**config.mk**
```make
export PLATFORM = sky130hd
export DESIGN_NAME = line_table_accel
export DESIGN_NICKNAME = d
export VERILOG_FILES = /design/src/source/line_table_pkg.sv /design/src/source/line_table_accel.sv /design/src/source/register_bank.sv /design/src/source/line_machine.sv /design/src/source/opcode_parser.sv /design/src/source/code_buffer.sv
export SDC_FILE = /design/constraint.sdc
export NUM_CORES = 1
export LEC_CHECK = 0
export BUFFER_PORTS_ARGS = -buffer_cell sky130_fd_sc_hd__buf_4
export CORE_AREA = 2 2 129 131
export CTS_BUF_LIST = sky130_fd_sc_hd__clkbuf_8
export CTS_CLUSTER_DIAMETER = 40
export DETAILED_ROUTE_END_ITERATION = 8
export DIE_AREA = 0 0 131 133
export PLACE_DENSITY = 0.84
export SYNTH_ARGS = -nofsm -noshare
export SYNTH_HDL_FRONTEND = slang
export SYNTH_SLANG_ARGS = --single-unit
```
**constraint.sdc**
```tcl
create_clock -name clk -period 9.7 [get_ports clk]
set_clock_uncertainty 0.05 [all_clocks]
set_input_delay 0.485 -clock clk [delete_from_list [all_inputs] [get_ports clk]]
set_output_delay 0.485 -clock clk [all_outputs]
set_load 0.02 [all_outputs]
```
**src/source/line_table_pkg.sv**
```systemverilog
// Shared types for the DWARF line-table accelerator
// Register bus encodings, register map, standard opcodes, parser states and field widths
// Structs passed between the buffer, parser, abstract machine and register bank

package line_table_pkg;

    // Field widths of the abstract machine and the operand latch
    localparam int OPERAND_W = 28;
    localparam int LINE_W    = 16;
    localparam int FILE_W    = 16;
    localparam int COLUMN_W  = 10;

    // Byte-lane size code used by the register bus for both reads and writes
    typedef enum logic [1:0] {
        RW_8    = 2'h0,
        RW_16   = 2'h1,
        RW_32   = 2'h2,
        RW_NONE = 2'h3
    } rw_size_e;

    typedef enum logic [5:0] {
        PROGRAM_HEADER    = 6'h0,
        PROGRAM_CODE      = 6'h1,
        AM_ADDRESS        = 6'h2,
        AM_FILE           = 6'h3,
        AM_LINE_COL_FLAGS = 6'h4,
        STATUS            = 6'h5
    } reg_addr_e;

    // Standard opcodes handled here, all other bytes are skipped
    typedef enum logic [7:0] {
        DW_LNS_COPY               = 8'h01,
        DW_LNS_ADVANCE_PC         = 8'h02,
        DW_LNS_ADVANCE_LINE       = 8'h03,
        DW_LNS_SET_FILE           = 8'h04,
        DW_LNS_SET_COLUMN         = 8'h05,
        DW_LNS_NEGATE_STMT        = 8'h06,
        DW_LNS_SET_BASIC_BLOCK    = 8'h07,
        DW_LNS_FIXED_ADVANCE_PC   = 8'h09,
        DW_LNS_SET_PROLOGUE_END   = 8'h0A,
        DW_LNS_SET_EPILOGUE_BEGIN = 8'h0B
    } std_opcode_e;

    typedef enum logic [3:0] {
        READY,
        PAUSE_FOR_COPY,
        LEB_BYTE0,
        LEB_BYTE1,
        LEB_BYTE2,
        LEB_BYTE3,
        LEB_OVERFLOW,
        U16_BYTE0,
        U16_BYTE1,
        EXEC
    } parse_state_e;

    typedef enum logic [2:0] {
        NOP,
        ADVANCE_PC,
        ADVANCE_LINE,
        SET_FILE,
        SET_COLUMN
    } instr_e;

    typedef struct packed {
        reg_addr_e   address;
        logic [31:0] data;
        rw_size_e    write_size;
        rw_size_e    read_size;
    } bus_req_t;

    typedef struct packed {
        logic [7:0] value;
        logic       valid;
    } code_byte_t;

    typedef struct packed {
        logic                 strobe;
        instr_e               instr;
        logic [OPERAND_W-1:0] operand;
    } exec_cmd_t;

    typedef struct packed {
        logic negate_stmt;
        logic set_basic_block;
        logic set_prologue_end;
        logic set_epilogue_begin;
        logic copy;
    } flag_cmd_t;

    // The address is held without bit 0 since instructions are 2-byte aligned
    typedef struct packed {
        logic [OPERAND_W-1:1] address;
        logic [FILE_W-1:0]    file;
        logic [LINE_W-1:0]    line;
        logic [COLUMN_W-1:0]  column;
        logic                 is_stmt;
        logic                 basic_block;
        logic                 prologue_end;
        logic                 epilogue_begin;
    } am_state_t;

endpackage
```
**src/source/line_table_accel.sv**
```systemverilog
// Top level of the DWARF line-table accelerator
// Connects the code buffer, opcode parser, abstract machine and register bank

module line_table_accel (
    input  logic                     clk,
    input  logic                     reset_this_cycle,
    input  line_table_pkg::bus_req_t bus,
    output logic [31:0]              read_data,
    output logic                     user_interrupt
);
    import line_table_pkg::*;

    logic       header_write;
    logic       status_write;
    logic       code_write;
    logic       write_active;
    logic       default_is_stmt;
    logic       consume;
    code_byte_t cur;
    exec_cmd_t  exec;
    flag_cmd_t  flags;
    am_state_t  am;

    code_buffer i_code_buffer (
        .clk              (clk),
        .reset_this_cycle (reset_this_cycle),
        .header_write     (header_write),
        .code_write       (code_write),
        .code_data        (bus.data),
        .code_size        (bus.write_size),
        .consume          (consume),
        .cur              (cur)
    );

    opcode_parser i_opcode_parser (
        .clk              (clk),
        .reset_this_cycle (reset_this_cycle),
        .header_write     (header_write),
        .status_write     (status_write),
        .write_active     (write_active),
        .cur              (cur),
        .consume          (consume),
        .exec             (exec),
        .flags            (flags)
    );

    line_machine i_line_machine (
        .clk              (clk),
        .reset_this_cycle (reset_this_cycle),
        .header_write     (header_write),
        .status_write     (status_write),
        .default_is_stmt  (default_is_stmt),
        .exec             (exec),
        .flags            (flags),
        .am               (am)
    );

    register_bank i_register_bank (
        .clk              (clk),
        .reset_this_cycle (reset_this_cycle),
        .bus              (bus),
        .copy             (flags.copy),
        .am               (am),
        .header_write     (header_write),
        .status_write     (status_write),
        .code_write       (code_write),
        .write_active     (write_active),
        .default_is_stmt  (default_is_stmt),
        .read_data        (read_data),
        .user_interrupt   (user_interrupt)
    );

endmodule

```
**src/source/register_bank.sv**
```systemverilog
// Register bank on the host bus
// Write decoding, header and STATUS registers, interrupt output
// Combinational read multiplexer with byte-lane masking

module register_bank (
    input  logic                      clk,
    input  logic                      reset_this_cycle,
    input  line_table_pkg::bus_req_t  bus,
    input  logic                      copy,
    input  line_table_pkg::am_state_t am,
    output logic                      header_write,
    output logic                      status_write,
    output logic                      code_write,
    output logic                      write_active,
    output logic                      default_is_stmt,
    output logic [31:0]               read_data,
    output logic                      user_interrupt
);
    import line_table_pkg::*;

    logic        header_is_stmt;
    logic        emit_row;
    logic [31:0] selected;

    assign write_active = bus.write_size != RW_NONE;
    assign header_write = write_active && bus.address == PROGRAM_HEADER;
    assign code_write   = write_active && bus.address == PROGRAM_CODE;
    assign status_write = write_active && bus.address == STATUS;

    always_ff @(posedge clk) begin
        if (reset_this_cycle) begin
            header_is_stmt <= 1'b0;
        end else if (header_write) begin
            header_is_stmt <= bus.data[0];
        end
    end

    // The machine loads is_stmt on the same edge as the header register
    assign default_is_stmt = header_write ? bus.data[0] : header_is_stmt;

    // STATUS reads 1 while a row waits for the host, and the interrupt follows it
    always_ff @(posedge clk) begin
        if (reset_this_cycle || header_write || status_write) begin
            emit_row <= 1'b0;
        end else if (copy) begin
            emit_row <= 1'b1;
        end
    end

    assign user_interrupt = emit_row;

    always_comb begin
        case (bus.address)
            PROGRAM_HEADER:    selected = {31'h0, header_is_stmt};
            AM_ADDRESS:        selected = {4'h0, am.address, 1'b0};
            AM_FILE:           selected = {16'h0, am.file};
            AM_LINE_COL_FLAGS: selected = {2'h0, am.epilogue_begin, am.prologue_end,
                                           am.basic_block, am.is_stmt, am.column, am.line};
            STATUS:            selected = {31'h0, emit_row};
            default:           selected = 32'h0;
        endcase
    end

    // Lanes outside the requested size read as zero
    assign read_data[7:0]   = bus.read_size != RW_NONE ? selected[7:0] : 8'h0;
    assign read_data[15:8]  = bus.read_size == RW_16 || bus.read_size == RW_32 ?
                              selected[15:8] : 8'h0;
    assign read_data[31:16] = bus.read_size == RW_32 ? selected[31:16] : 16'h0;

endmodule

```
**src/source/line_machine.sv**
```systemverilog
// Line-table abstract machine
// Address, file, line, column and the row flags
// One adder shared by advance_pc and advance_line

module line_machine (
    input  logic                      clk,
    input  logic                      reset_this_cycle,
    input  logic                      header_write,
    input  logic                      status_write,
    input  logic                      default_is_stmt,
    input  line_table_pkg::exec_cmd_t exec,
    input  line_table_pkg::flag_cmd_t flags,
    output line_table_pkg::am_state_t am
);
    import line_table_pkg::*;

    am_state_t            am_q;
    logic [OPERAND_W-1:0] adder_src;
    logic [OPERAND_W-1:0] adder_sum;
    logic                 add_line;

    assign add_line = exec.strobe && exec.instr == ADVANCE_LINE;

    // The two additions never happen in the same cycle
    assign adder_src = add_line ? OPERAND_W'(am_q.line) : {am_q.address, 1'b0};
    assign adder_sum = adder_src + exec.operand;

    always_ff @(posedge clk) begin
        if (reset_this_cycle || header_write) begin
            am_q.address <= '0;
            am_q.file    <= FILE_W'(1);
            am_q.line    <= LINE_W'(1);
            am_q.column  <= '0;
        end else if (exec.strobe) begin
            case (exec.instr)
                ADVANCE_PC:   am_q.address <= adder_sum[OPERAND_W-1:1];
                ADVANCE_LINE: am_q.line    <= adder_sum[LINE_W-1:0];
                SET_FILE:     am_q.file    <= exec.operand[FILE_W-1:0];
                SET_COLUMN:   am_q.column  <= exec.operand[COLUMN_W-1:0];
                default:      am_q.column  <= am_q.column;
            endcase
        end
    end

    // is_stmt survives a row emit and only returns to the header default
    always_ff @(posedge clk) begin
        if (reset_this_cycle) begin
            am_q.is_stmt <= 1'b0;
        end else if (header_write) begin
            am_q.is_stmt <= default_is_stmt;
        end else if (flags.negate_stmt) begin
            am_q.is_stmt <= !am_q.is_stmt;
        end
    end

    // Per-row flags are cleared once the host has taken the row
    always_ff @(posedge clk) begin
        if (reset_this_cycle || header_write || status_write) begin
            am_q.basic_block    <= 1'b0;
            am_q.prologue_end   <= 1'b0;
            am_q.epilogue_begin <= 1'b0;
        end else begin
            if (flags.set_basic_block) begin
                am_q.basic_block <= 1'b1;
            end
            if (flags.set_prologue_end) begin
                am_q.prologue_end <= 1'b1;
            end
            if (flags.set_epilogue_begin) begin
                am_q.epilogue_begin <= 1'b1;
            end
        end
    end

    assign am = am_q;

endmodule

```
**src/source/opcode_parser.sv**
```systemverilog
// Standard opcode parser
// Parse FSM, latched instruction and signedness, LEB128 and u16 operand assembly
// Drives the execute strobe and the single-byte flag opcode strobes

module opcode_parser (
    input  logic                       clk,
    input  logic                       reset_this_cycle,
    input  logic                       header_write,
    input  logic                       status_write,
    input  logic                       write_active,
    input  line_table_pkg::code_byte_t cur,
    output logic                       consume,
    output line_table_pkg::exec_cmd_t  exec,
    output line_table_pkg::flag_cmd_t  flags
);
    import line_table_pkg::*;

    parse_state_e         state;
    parse_state_e         next_state;
    instr_e               instr;
    instr_e               instr_dec;
    logic                 leb_signed;
    logic [OPERAND_W-1:0] operand;
    std_opcode_e          opcode;
    logic                 parse;
    logic                 exec_now;
    logic                 at_opcode;
    logic                 last_byte;
    logic                 sign_fill;

    assign opcode    = std_opcode_e'(cur.value);
    assign last_byte = !cur.value[7];

    // Bus writes take priority over both parsing and execution
    assign exec_now  = !write_active && state == EXEC;
    assign parse     = !write_active && state != EXEC && state != PAUSE_FOR_COPY && cur.valid;
    assign at_opcode = parse && state == READY;
    assign consume   = parse;

    // Every LEB byte fills the upper bits with its own sign, the last one wins
    assign sign_fill = leb_signed && cur.value[6];

    always_comb begin
        next_state = state;
        case (state)
            READY: begin
                case (opcode)
                    DW_LNS_COPY:             next_state = PAUSE_FOR_COPY;
                    DW_LNS_ADVANCE_PC,
                    DW_LNS_ADVANCE_LINE,
                    DW_LNS_SET_FILE,
                    DW_LNS_SET_COLUMN:       next_state = LEB_BYTE0;
                    DW_LNS_FIXED_ADVANCE_PC: next_state = U16_BYTE0;
                    default:                 next_state = READY;
                endcase
            end
            LEB_BYTE0:    next_state = last_byte ? EXEC : LEB_BYTE1;
            LEB_BYTE1:    next_state = last_byte ? EXEC : LEB_BYTE2;
            LEB_BYTE2:    next_state = last_byte ? EXEC : LEB_BYTE3;
            LEB_BYTE3:    next_state = last_byte ? EXEC : LEB_OVERFLOW;
            LEB_OVERFLOW: next_state = last_byte ? EXEC : LEB_OVERFLOW;
            U16_BYTE0:    next_state = U16_BYTE1;
            U16_BYTE1:    next_state = EXEC;
            default:      next_state = state;
        endcase
    end

    always_ff @(posedge clk) begin
        if (reset_this_cycle || header_write || status_write) begin
            state <= READY;
        end else if (exec_now) begin
            state <= READY;
        end else if (parse) begin
            state <= next_state;
        end
    end

    always_comb begin
        case (opcode)
            DW_LNS_ADVANCE_PC,
            DW_LNS_FIXED_ADVANCE_PC: instr_dec = ADVANCE_PC;
            DW_LNS_ADVANCE_LINE:     instr_dec = ADVANCE_LINE;
            DW_LNS_SET_FILE:         instr_dec = SET_FILE;
            DW_LNS_SET_COLUMN:       instr_dec = SET_COLUMN;
            default:                 instr_dec = NOP;
        endcase
    end

    always_ff @(posedge clk) begin
        if (reset_this_cycle || header_write || status_write) begin
            instr      <= NOP;
            leb_signed <= 1'b0;
        end else if (at_opcode) begin
            instr      <= instr_dec;
            leb_signed <= opcode == DW_LNS_ADVANCE_LINE;
        end
    end

    // Bytes after the fourth LEB byte are read but add nothing to the operand
    always_ff @(posedge clk) begin
        if (parse) begin
            case (state)
                LEB_BYTE0: operand <= {{(OPERAND_W - 7){sign_fill}}, cur.value[6:0]};
                LEB_BYTE1: operand <= {{(OPERAND_W - 14){sign_fill}}, cur.value[6:0],
                                       operand[6:0]};
                LEB_BYTE2: operand <= {{(OPERAND_W - 21){sign_fill}}, cur.value[6:0],
                                       operand[13:0]};
                LEB_BYTE3: operand <= {cur.value[6:0], operand[20:0]};
                U16_BYTE0: operand <= {{(OPERAND_W - 8){1'b0}}, cur.value};
                U16_BYTE1: operand <= {{(OPERAND_W - 16){1'b0}}, cur.value, operand[7:0]};
                default:   operand <= operand;
            endcase
        end
    end

    assign exec.strobe  = exec_now;
    assign exec.instr   = instr;
    assign exec.operand = operand;

    assign flags.negate_stmt        = at_opcode && opcode == DW_LNS_NEGATE_STMT;
    assign flags.set_basic_block    = at_opcode && opcode == DW_LNS_SET_BASIC_BLOCK;
    assign flags.set_prologue_end   = at_opcode && opcode == DW_LNS_SET_PROLOGUE_END;
    assign flags.set_epilogue_begin = at_opcode && opcode == DW_LNS_SET_EPILOGUE_BEGIN;
    assign flags.copy               = at_opcode && opcode == DW_LNS_COPY;

endmodule

```
**src/source/code_buffer.sv**
```systemverilog
// Program code buffer
// Holds the last chunk of 1, 2 or 4 code bytes and a byte pointer into it
// Presents the byte under the pointer together with its valid bit

module code_buffer (
    input  logic                    clk,
    input  logic                    reset_this_cycle,
    input  logic                    header_write,
    input  logic                    code_write,
    input  logic [31:0]             code_data,
    input  line_table_pkg::rw_size_e code_size,
    input  logic                    consume,
    output line_table_pkg::code_byte_t cur
);
    import line_table_pkg::*;

    logic [31:0] chunk;
    rw_size_e    chunk_size;
    // One bit wider than needed to index four bytes so it can point past the end
    logic [2:0]  ptr;

    always_ff @(posedge clk) begin
        if (code_write) begin
            case (code_size)
                RW_8:    chunk <= {24'h0, code_data[7:0]};
                RW_16:   chunk <= {16'h0, code_data[15:0]};
                default: chunk <= code_data;
            endcase
        end
    end

    always_ff @(posedge clk) begin
        if (reset_this_cycle || header_write) begin
            chunk_size <= RW_NONE;
        end else if (code_write) begin
            chunk_size <= code_size;
        end
    end

    // A new chunk always starts parsing from its first byte
    always_ff @(posedge clk) begin
        if (reset_this_cycle || header_write || code_write) begin
            ptr <= 3'h0;
        end else if (consume) begin
            ptr <= ptr + 3'h1;
        end
    end

    always_comb begin
        case (ptr)
            3'h0:    cur.value = chunk[7:0];
            3'h1:    cur.value = chunk[15:8];
            3'h2:    cur.value = chunk[23:16];
            3'h3:    cur.value = chunk[31:24];
            default: cur.value = 8'h0;
        endcase
    end

    always_comb begin
        case (ptr)
            3'h0:    cur.valid = chunk_size != RW_NONE;
            3'h1:    cur.valid = chunk_size == RW_16 || chunk_size == RW_32;
            3'h2:    cur.valid = chunk_size == RW_32;
            3'h3:    cur.valid = chunk_size == RW_32;
            default: cur.valid = 1'b0;
        endcase
    end

endmodule

```
# == Yosys cells after proc, flatten, opt, wreduce, memory -nomap -nowiden ==
# Cells that the tools add are included.
# word_totals
memories,0
ff_bits,148
elab_cells,133
romBits,0
latch_bits,0
ram_bits,0
# classes
n_shift,0
magnitude_cmp,0
mux,18
n_mul,0
reduce_logical,48
eq_ne,40
addsub,2
n_div,0
n_bitwise,4
# ops
operator,count
one-hot mux 28 bit (6 select lines),1
one-hot mux 30 bit (5 select lines),1
one-hot mux 32 bit (2 select lines),1
equality test 8 x 3 -> 1 bit (second input constant),4
one-hot mux 8 bit (4 select lines),1
adder 28 bit,1
two-way mux 28 bit,1
one-hot mux 4 bit (7 select lines),1
equality test 8 x 4 -> 1 bit (second input constant),3
equality test 4 x 3 -> 1 bit (second input constant),4
equality test 8 x 2 -> 1 bit (second input constant),2
two-way mux 4 bit,4
two-way mux 8 bit,2
logical AND 1 bit,15
two-way mux 14 bit,1
equality test 3 x 2 -> 1 bit (second input constant),4
equality test 6 x 2 -> 1 bit (second input constant),2
equality test 6 x 3 -> 1 bit (second input constant),2
one-hot mux 3 bit (4 select lines),1
AND reduction 2 bit,6
one-hot mux 3 bit (3 select lines),1
equality test 4 x 2 -> 1 bit (second input constant),2
equality test 4 bit (second input constant),2
equality test 8 x 1 -> 1 bit (second input constant),1
30 further kinds,49

# == Logic depth before layout (Yosys ltp) ==
# Gate-level depths: netlist (run 1).
# logic_depth
depth_word,9
depth_mapped,19

# == Cells and area by module ==
# A second synthesis (run 1) with hierarchy kept.
# unflattened
hier_cells,1045
hier_area_um2,9063.7
# modules_own_cells
module,cells_per_inst,n_inst,area_each_um2,seq_area_each_um2
line_machine,590,1,4393.0,1461.4
opcode_parser,176,1,1939.4,1001.0
code_buffer,120,1,1602.8,1061.0
register_bank,159,1,1128.6,40.0

# == Worst setup path before layout (run 1) ==
# OpenSTA, ideal clock, no wires.
# synth_timing
kind,input port to flip-flop
startpoint,in bus[3] (netlist bit)
endpoint,reg i_line_machine.am_q (netlist bit i_line_machine.am[65])
slack_ns,5.931
setup_time_ns,0.122
t_required_ns,9.528
stages,18
arrival_ns,3.597
cell_sequence,and3_1 nand3_1 nor2_1 nand2_1 or2_2 clkbuf_1 clkbuf_1 nand2_1 nand2_1 fa_1 a21o_1 a21boi_0 o21ai_1 a31oi_1 o21ai_1 nand3_1 mux2i_1 a311o_1
# synth_via
elab_chain_cells,6
# synth_lines
element,line,text
from (decl),line_table_accel.sv:7,"input line_table_pkg::bus_req_t bus,"
!= test 2 bit *,register_bank.sv:25,assign write_active = bus.write_size != RW_NONE;
zero test 1 bit,opcode_parser.sv:35,assign exec_now = !write_active && state == EXEC;
logical AND 1 bit,opcode_parser.sv:35,
logical AND 1 bit,line_machine.sv:22,assign add_line = exec.strobe && exec.instr == ADVANCE_LINE;
two-way mux 28 bit,line_machine.sv:25,"assign adder_src = add_line ? OPERAND_W'(am_q.line) : {am_q.address, 1'b0};"
adder 28 bit,line_machine.sv:26,assign adder_sum = adder_src + exec.operand;
to (decl),line_machine.sv:17,am_state_t am_q;
# Every way passes the cells marked *; elsewhere a longest branch is shown, timed or not.
# A chain may end at the register's enable or synchronous reset.

# == Worst setup path after layout (run 1) ==
# layout_timing
startpoint,reg i_opcode_parser.state[1]
endpoint,reg i_line_machine.am_q (netlist bit i_line_machine.am[65])
# layout_via
elab_chain_cells,5
# layout_lines
element,line,text
from (decl),opcode_parser.sv:18,parse_state_e state;
from (signal assigned),opcode_parser.sv:74,state <= next_state;
equality test 4 bit *,opcode_parser.sv:35,
logical AND 1 bit *,opcode_parser.sv:35,
logical AND 1 bit,line_machine.sv:22,
two-way mux 28 bit,line_machine.sv:25,
adder 28 bit,line_machine.sv:26,
# Marked as above.

==> results.cfg, run 1 <==
[synth]
yosys-top-cells-area = edfxtp_1 (21%), dfxtp_1 (21%), nand2_1 (8.5%)
async_flop_share_pct = 0
synth_warnings = 0
synthAdderAreaFrac_pct = 5.66
yosysTopAreaCell = edfxtp_1
yosys.area_share.simple_pct = 23.5
synth_xor_area_share_pct = 2.16
avgSynthCellArea_um2 = 8.64
syn_inst = 988
yosysMostFrequentCell = nand2_1
netlist_area_mm2 = 0.00853
synth_compound_area_share_pct = 18.7
muxShareOfSynthArea_pct = 4.34
synth_common_cells = nand2_1 (193), nor2_1 (92), a21oi_1 (91)
ys_seq_area_share_pct = 41.8
synth_edf_count = 60
synthFlopType = dfxtp_1
synth-seq-cells = 148
synth_top_family_by_area = simple AND/OR/NAND/NOR gates
synth_top_area_share_pct = 21.1
yosys.cell_types.count = 78

[worst_hold_path]
min_from = bus[8]
min_path_type = input port to flip-flop
hold_depth = 1
worstHoldEndpoint = i_code_buffer.chunk[4]

[cells_and_area]
area_growth_pct = 12.1
final_nets = 1110
diodes = 0
final_cells = 1261
num-fill-cells = 1376
postLayoutCoreUtil_pct = 59.2
layout-drive-gt1-share_pct = 15.0

[die]
dieArea_mm2 = 0.0174
initial_core_util_pct = 52.8
die_h_um = 133
fp.coreArea_mm2 = 0.0162
die_x_um = 131
rows = 47
pin_count = 77

[cts]
clk_pin_slew_ps = 90
postCtsSetupBuffers = 0
cts_tree = done
cts-root-buf = clkbuf_8
cts.sink_count = 148
cts-resized-gates = 0
htree_levels = 4
clockBufferDepth = 2
cts_buffers = 17
clk-insertion-delay-late_ps = 460
holdBufCountCts = 0

[timing]
grt_setup_unrepaired = false
hold_viol_final = 0
slew_violations = 0
worst_slew_pin_slew_ps = 1190
fin_crit_ps = 4950
fin_ws_ps = 4750
slew_headroom_pct = 20.3
fin_tns_setup_ps = 0
finalSetupViolCount = 0
period_share_pct = 51.0
fmax_mhz = 202

[global_routing]
grt_use_total_pct = 24.9
grt_max_degree = 71
antenna_found_initial = 0
grt_overflow_total = 0
grt_pass1_wl_um = 34100
grt_pass1_vias = 7035

[detailed_routing]
wl_per_cell_um = 16.8
ant_nets = 0
wl_um = 21200
via_per_inst = 5.85
vias = 7381
first_iter_violations = 706
first_pass_iters = 7
drc = 0

[power]
p_per_area_mw_per_mm2 = 123
ir_worst_vdd_v = 0.0000919
p_leak_nw = 3.78

[setup_path]
crit_type = flip-flop to flip-flop
start_kind = flip-flop
required_ps = 10000
worstReg2RegEnd = i_line_machine.am[65]
path_max_fanout = 33
r2r_slack_ps = 4750
cp-end-kind = flip-flop
cp_common_cell = nand2_1
cpMaxStageDelayCell = nor2_2
rr_worst_depth = 16
worstReg2RegStart = i_opcode_parser.state[1]
crit_chain = nor2_2, nand3_1, nor2_1, nand2_1, nor2_2, nand2_1, nand2_1, ha_1, a21oi_1, a21boi_0, o21ai_1, a31oi_1, o21ai_1, nand3_1, mux2i_1, a311o_1
cpPeakStageDelay_ps = 910
crit_arrival_ps = 5250

[placed_design]
dp_slack_ps = 4820
dp_cells = 1229
numPortBuffers = 74
dp_hpwl_um = 15200
globalplace.congestion = 0.920

[run_status]
status = finished clean

[flow_run]
drv_cap = 0
final cells by class:
class / count / area [um^2] / share of cell area, %
Clock buffer: 18 / 248 / 2.59
Multi-Input combinational cell: 765 / 4670 / 48.8
Timing Repair Buffer: 80 / 601 / 6.28
Sequential cell: 148 / 3560 / 37.2
Tap cell: 220 / 275 / 2.88
Inverter: 16 / 60.1 / 0.628
Clock inverter: 14 / 154 / 1.61
critical path, delay by kind of cell (launching register included):
family	cells	cell delay, ps
compound gates	6	1650
fa+ha+maj	1	280
mux	1	80
flops	1	520
simple gates	8	2260
worst max path at each step:
stage | slack (ps) | to | cells past startpoint | start
after floorplan | 5930 | i_line_machine.am[65] | 18 | bus[3]
after detailed placement | 4820 | i_line_machine.am[65] | 16 | i_opcode_parser.state[1]
after global placement | 5020 | i_line_machine.am[65] | 16 | i_opcode_parser.state[1]
after CTS | 4750 | i_line_machine.am[69] | 16 | i_opcode_parser.state[1]
after global routing | 4160 | i_line_machine.am[65] | 16 | i_opcode_parser.state[1]
final | 4750 | i_line_machine.am[65] | 16 | i_opcode_parser.state[1]
routing by layer:
metal	up-vias	share of wire, %	global-route usage (%)	wire length, um
met2	277	48	40.4	10200
met4	0	3.8	11.8	813
li1	3574	-	-	-
met1	3472	42	31.6	9010
met3	58	5.5	5.14	1180
met5	-	0	0	0
metrics by stage:
stage	power (mW)	cell area [um^2]	hold slack, ps
2_1_floorplan	0.684	8540	379
3_3_place_gp	0.704	9170	389
3_5_place_dp	0.705	9170	397
4_1_cts	1.18	9570	128
5_1_grt	1.21	9570	121
6_report	1.18	9570	142
logic make-up after synthesis:
family          after synthesis
compound gates              239
xor+xnor                     21
fa+ha+maj                    38
buf+inv                      76
flops                       148
mux                          35
other cells                   1
simple gates                430
cells in the final DEF (no fill, tap or decap), drive strengths merged, types with 3 or more instances in the layout:
cell type	Yosys	routed
xor2	7	7
clkbuf	40	18
dfxtp	88	88
o21bai	3	3
nor2	93	93
a221o	5	5
a22oi	34	34
mux2	16	16
xnor2	14	14
nor4	5	5
o221ai	4	4
o22ai	4	4
or3	6	6
a21boi	3	3
a211oi	6	6
clkinv	0	5
inv	16	21
buf	20	80
edfxtp	60	60
and2	36	36
o21ai	30	30
nand3	26	26
nand2b	15	15
nor2b	18	18
o211ai	4	4
ha	37	37
a21o	12	12
a222oi	5	5
a21oi	92	92
and3	14	14
nand2	195	195
o21a	11	11
mux2i	19	19
a31oi	6	6
nor3	9	9
state kept, by name, indices dropped and copies added (netlist names):
name and flops:
i_opcode_parser.instr 3, i_register_bank.user_interrupt 1, i_line_machine.am 73, i_opcode_parser.leb_signed 1, i_code_buffer.chunk 32, i_opcode_parser.state 4, i_code_buffer.chunk_size 2, i_opcode_parser.operand 28
i_code_buffer.ptr 3, i_register_bank.header_is_stmt 1
power breakdown:
group,total [mW],internal [mW],leakage (nW),switching (mW)
clock network,0.489,0.238,0.202,0.251
logic,0.0446,0.0194,2.37,0.0251
registers,0.646,0.645,1.21,0.000834
Note: power is estimated with default switching activity, not from simulation.
==> inputs of run 2 (changes only) <==
--- a/config.mk
+++ b/config.mk
@@ -5,13 +5,14 @@
 export SDC_FILE = /design/constraint.sdc
 export NUM_CORES = 1
 export LEC_CHECK = 0
+export ABC_AREA = 1
 export BUFFER_PORTS_ARGS = -buffer_cell sky130_fd_sc_hd__buf_4
-export CORE_AREA = 2 2 129 131
+export CORE_AREA = 2 2 133 135
 export CTS_BUF_LIST = sky130_fd_sc_hd__clkbuf_8
 export CTS_CLUSTER_DIAMETER = 40
 export DETAILED_ROUTE_END_ITERATION = 8
-export DIE_AREA = 0 0 131 133
-export PLACE_DENSITY = 0.84
+export DIE_AREA = 0 0 135 137
+export PLACE_DENSITY = 0.86
 export SYNTH_ARGS = -nofsm -noshare
 export SYNTH_HDL_FRONTEND = slang
 export SYNTH_SLANG_ARGS = --single-unit
==> constraint.sdc (replaced) <==
create_clock -name clk -period 4 [get_ports clk]
set_clock_uncertainty 0.05 [all_clocks]
set_input_delay 0.2 -clock clk [delete_from_list [all_inputs] [get_ports clk]]
set_output_delay 0.2 -clock clk [all_outputs]
set_load 0.02 [all_outputs]
==> results.cfg, run 2 <==
[global_routing]
grt_max_degree = 53
grt_overflow_total = 0
grt_pass1_vias = 8377
antenna_found_initial = 0
grt_pass1_wl_um = 41400
grt_use_total_pct = 29.0

[timing]
period_share_pct = 85.9
grt_setup_unrepaired = false
worst_slew_pin_slew_ps = 983
fmax_mhz = 291
hold_viol_final = 0
fin_crit_ps = 3440
fin_tns_setup_ps = 0
fin_ws_ps = 562
slew_violations = 0
finalSetupViolCount = 0
slew_headroom_pct = 34.0

[setup_path]
cp-end-kind = flip-flop
crit_type = flip-flop to flip-flop
start_kind = flip-flop
required_ps = 4320
crit_arrival_ps = 3760
path_max_fanout = 52

[detailed_routing]
first_pass_iters = 5
via_per_inst = 5.43
vias = 8752
drc = 0
wl_um = 26400
first_iter_violations = 781
ant_nets = 0
wl_per_cell_um = 16.4

[power]
p_per_area_mw_per_mm2 = 285
p_switching_mw = 0.715
p_seq_share_pct = 52.4
p_leak_nw = 5.01
p_sw_share_pct = 23.9
clock_power_share_pct = 42.7
p_int_mw = 2.27
power_frac_comb_pct = 4.8
ir_worst_vdd_v = 0.000215

[cells_and_area]
final_nets = 1456
layout_common_cells = nand2_1 (291), inv_1 (231), a21oi_1 (118)
area_growth_pct = 16.8
layout-drive-gt1-share_pct = 11.1
diodes = 0
largest_reg_flops = 73
layout.cells.most_common = nand2_1

[die]
dieArea_mm2 = 0.0185
rows = 48
fp.coreArea_mm2 = 0.0171
initial_core_util_pct = 52.7
pin_count = 77
die_h_um = 137
die_x_um = 135

[synth]
synth_top_area_share_pct = 20.0
syn_inst = 1276
netlist_area_mm2 = 0.00899
ys_seq_area_share_pct = 39.6
yosysMostFrequentCell = nand2_1
yosysTopAreaCell = edfxtp_1
synth_edf_count = 60
synth_common_cells = nand2_1 (291), inv_1 (230), a21oi_1 (118)
synthFlopType = dfxtp_1
synth-seq-cells = 148
yosys.cell_types.count = 48
synth_warnings = 0
yosys-top-cells-area = edfxtp_1 (20%), dfxtp_1 (20%), nand2_1 (12%)
avgSynthCellArea_um2 = 7.04
async_flop_share_pct = 0

[cts]
cts.sink_count = 148
cts_tree = done
cts-root-buf = clkbuf_8
clk_pin_slew_ps = 90
htree_levels = 4
postCtsSetupBuffers = 0
cts_buffers = 17
clockBufferDepth = 2
clk-insertion-delay-late_ps = 480

[placed_design]
globalplace.congestion = 1.02
dp_slack_ps = 611
numPortBuffers = 74
dp_hpwl_um = 19600

[flow_run]
drv_cap = 0

[run_status]
status = finished clean

[worst_hold_path]
min_path_type = input port to flip-flop
## run 2: cell count changes after synthesis, moves of 16 or more
cell	previous run	this run
inv_1	16	230
nand2_1	193	291
o21ai_0	26	100
nand3_1	25	61
and2_1	36	1
a22oi_1	34	6
a21oi_1	91	118
nor2_1	92	112
mux2i_1	19	1
nor2b_1	18	0
mux2_2	16	0
## run 2: logic make-up (layout without fill, tap and decap cells)
| group | count (synthesis) | after routing | synth area share [%] |
|---|---|---|---|
| AO/OA/AOI/OAI | 276 | 276 | 17.1 |
| other | 1 | 2 | 0.0417 |
| XOR/XNOR | 13 | 13 | 1.27 |
| AND/OR/NAND/NOR | 525 | 525 | 24.7 |
| buffers and inverters | 274 | 384 | 11.7 |
| multiplexers | 1 | 1 | 0.111 |
| adder cells (fa/ha/maj) | 38 | 38 | 5.37 |
| flip-flops | 148 | 148 | 39.6 |
## run 2: power groups by stage
stage	logic (mW)	registers [mW]	clock network (mW)
2_1_floorplan	0.0597	1.60	0
3_3_place_gp	0.113	1.60	0
3_5_place_dp	0.115	1.60	0
4_1_cts	0.140	1.57	1.28
5_1_grt	0.157	1.57	1.34
6_report	0.144	1.57	1.28
## run 2: layer usage
layer | up-vias | track usage [%] | share of wire [%]
met5 | - | 0 | 0
met4 | 0 | 14.2 | 3.7
met3 | 76 | 5.11 | 6.5
met2 | 346 | 49.8 | 49
met1 | 4004 | 35.1 | 41
li1 | 4326 | - | -
## run 2: timing repair
action / 4_1_cts / 5_1_grt
gates resized for setup: 0 / 0
hold buffers: 32 / 0
hold endpoints to repair: 32 / 0
## run 2: final timing paths
kind / start / to / slack, ps / cells past startpoint
max: i_opcode_parser.state[1] / i_line_machine.am[71] / 560 / 19
min: bus[19] / i_code_buffer.chunk[15] / 10 / 3
max reg2reg: i_opcode_parser.state[1] / i_line_machine.am[71] / 560 / 19
min reg2reg: i_line_machine.am[42] / i_line_machine.am[42] / 410 / 2
## run 2: stage by stage
step           cells  hold slack, ps  instance area (um^2)  power, mW  util [%]
2_1_floorplan   1277             249                  9000       1.66         -
3_3_place_gp    1548             329                  9760       1.72      57.2
3_5_place_dp    1548             329                  9760       1.72      57.2
4_1_cts         1612            6.61                 10500       2.98      61.5
5_1_grt         1612            3.18                 10500       3.07      61.5
6_report        1612            10.4                 10500       2.99      61.5
## run 2: cell type report
cell class	count	area, um^2
Inverter	236	886
Fill cell	1534	6560
Sequential cell	148	3560
Clock buffer	18	248
Timing Repair Buffer	116	951
Tap cell	225	282
Multi-Input combinational cell	855	4390
Clock inverter	14	171
## run 2: critical path: stages, from the launching register on
cell     delay, ps
dfxtp_1        350
inv_1          100
nand2_1        120
nor3_4         310
nand2_1         80
buf_4          280
inv_1          120
buf_4          310
nor2_1          90
ha_1           370
a21oi_1        200
o21ai_0        190
nor2_1         250
nor2_1          70
nor2_1         120
nand2_1         60
nand2_1         50
nand3_1         60
nand2_1         90
inv_1           40
==> inputs of run 3 (changes only) <==
--- a/config.mk
+++ b/config.mk
@@ -7,12 +7,12 @@
 export LEC_CHECK = 0
 export ABC_AREA = 1
 export BUFFER_PORTS_ARGS = -buffer_cell sky130_fd_sc_hd__buf_4
-export CORE_AREA = 2 2 133 135
+export CORE_AREA = 2 2 145 147
 export CTS_BUF_LIST = sky130_fd_sc_hd__clkbuf_8
 export CTS_CLUSTER_DIAMETER = 40
 export DETAILED_ROUTE_END_ITERATION = 8
-export DIE_AREA = 0 0 135 137
-export PLACE_DENSITY = 0.86
+export DIE_AREA = 0 0 147 149
+export PLACE_DENSITY = 0.75
 export SYNTH_ARGS = -nofsm -noshare
 export SYNTH_HDL_FRONTEND = slang
 export SYNTH_SLANG_ARGS = --single-unit
==> results.cfg, run 3 (synthesized netlist as in run 2, its figures left out) <==
[setup_path]
cpPeakStageDelay_ps = 380
path_max_fanout = 39
start_kind = flip-flop
cp_top_family = simple AND/OR/NAND/NOR gates
crit_arrival_ps = 4100
cp_common_cell = nand2_1
cp-end-kind = flip-flop
crit_chain = inv_1, nand2_1, nor3_4, nand2_1, buf_4, nand2_1, o21ai_0, ha_1, nand2_1, nor2_1, inv_1, nor3_1, nand4_1, a31o_2, nand3_1, nand2_1, inv_1
required_ps = 4370
cpMaxStageDelayCell = ha_1
critPathBufInv = 4
crit_type = flip-flop to flip-flop

[power]
p_per_area_mw_per_mm2 = 282
p_leak_nw = 5.01
ir_worst_vdd_v = 0.000218

[timing]
period_share_pct = 93.1
slew_violations = 0
fmax_mhz = 269
fin_tns_setup_ps = 0
hold_viol_final = 0
finalSetupViolCount = 0
fin_crit_ps = 3720
slew_headroom_pct = 27.1
holdWs_ps = 52.0
worst_slew_pin_slew_ps = 1090
grt_setup_unrepaired = false

[cts]
clockBufferDepth = 2
holdBufCountCts = 34
clk-insertion-delay-late_ps = 480
cts_tree = done
clk_pin_slew_ps = 110
cts.sink_count = 148
cts-root-buf = clkbuf_8
cts-resized-gates = 0
htree_levels = 4
cts_buffers = 17
postCtsSetupBuffers = 0

[global_routing]
grtUsageMet2_pct = 41.8
grt_overflow_total = 0
antenna_found_initial = 0
grt_pass1_wl_um = 41700
grt_max_degree = 40
grtUsageMet3_pct = 3.49
busiest_layer = met2
grt_pass1_vias = 8214
met1_usage_pct = 29.9
grt_use_total_pct = 24.2

[die]
rows = 53
die_h_um = 149
die_x_um = 147
pin_count = 77
fp.coreArea_mm2 = 0.0206
initial_core_util_pct = 43.7
dieArea_mm2 = 0.0219

[placed_design]
globalplace.congestion = 1.03
numPortBuffers = 74
dp_hpwl_um = 20000

[detailed_routing]
wl_per_cell_um = 15.9
wl_um = 26500
vias = 8697
via_per_inst = 5.22
drc = 0
ant_nets = 0
first_pass_iters = 5
first_iter_violations = 792

[cells_and_area]
largest_reg_flops = 73
layout-drive-gt1-share_pct = 11.2
layout_common_cells = nand2_1 (291), inv_1 (230), a21oi_1 (118)
area_growth_pct = 17.8
layout.cells.most_common = nand2_1
diodes = 0
final_nets = 1459

[flow_run]
drv_cap = 0

[worst_hold_path]
min_path_type = input port to flip-flop

[run_status]
status = finished clean
[run 3: cell types whose count changed in the layout (fill, tap and decap cells not counted), moves of 2 or more]
cell	previous run	this run
inv_4	2	0
clkinv_2	2	0
inv_8	1	3
inv_6	4	7
dlygate4sd3_1	32	34
[run 3: layer usage]
metal  up-vias  wire [um]
li1       4321          -
met1      3955      10900
met2       344      12900
met3        77       1570
met4         0       1110
met5         -          0
[run 3: layout make-up]
type	count	area (um^2)
flip-flops and latches	148	3560
multi-input cells	855	4390
repair buffers	119	978
inverters	236	886
clock buffers	17	234
clock inverters	15	184
fillers	1964	9970
well taps	275	344
[run 3: worst register-to-register path: cells and delay by family, from the launching register on]
family / cells / cell delay, ps
AOI/OAI and AO/OA: 2 / 380
adders and majority gates: 1 / 380
buffers and inverters: 4 / 610
DFF: 1 / 360
and+or+nand+nor: 10 / 1890
[run 3: power breakdown]
group / internal (mW) / switching, mW / leakage, nW / total (mW)
Combinational: 0.0664 / 0.0790 / 3.53 / 0.145
Clock: 0.585 / 0.689 / 0.213 / 1.27
Sequential: 1.57 / 0.00143 / 1.27 / 1.57
[run 3: final timing paths]
kind                                               endpoint  depth (start not counted)                startpoint  slack, ps
worst max-delay path                  i_line_machine.am[65]                         17  i_opcode_parser.state[1]        280
worst min-delay path            i_code_buffer.chunk_size[1]                          3                    bus[3]         50
worst max register to register        i_line_machine.am[65]                         17  i_opcode_parser.state[1]        280
worst min register to register        i_line_machine.am[41]                          2     i_line_machine.am[41]        410
[run 3: through the flow]
stage	worst slack [ps]	utilization (%)	std cells	power [mW]	area (um^2)
6_report	278	51.5	1665	2.99	10600
3_3_place_gp	503	47.8	1599	1.72	9830
4_1_cts	396	51.5	1665	2.99	10600
2_1_floorplan	947	-	1277	1.66	9000
5_1_grt	113	51.5	1665	3.07	10600
3_5_place_dp	449	47.8	1599	1.72	9830
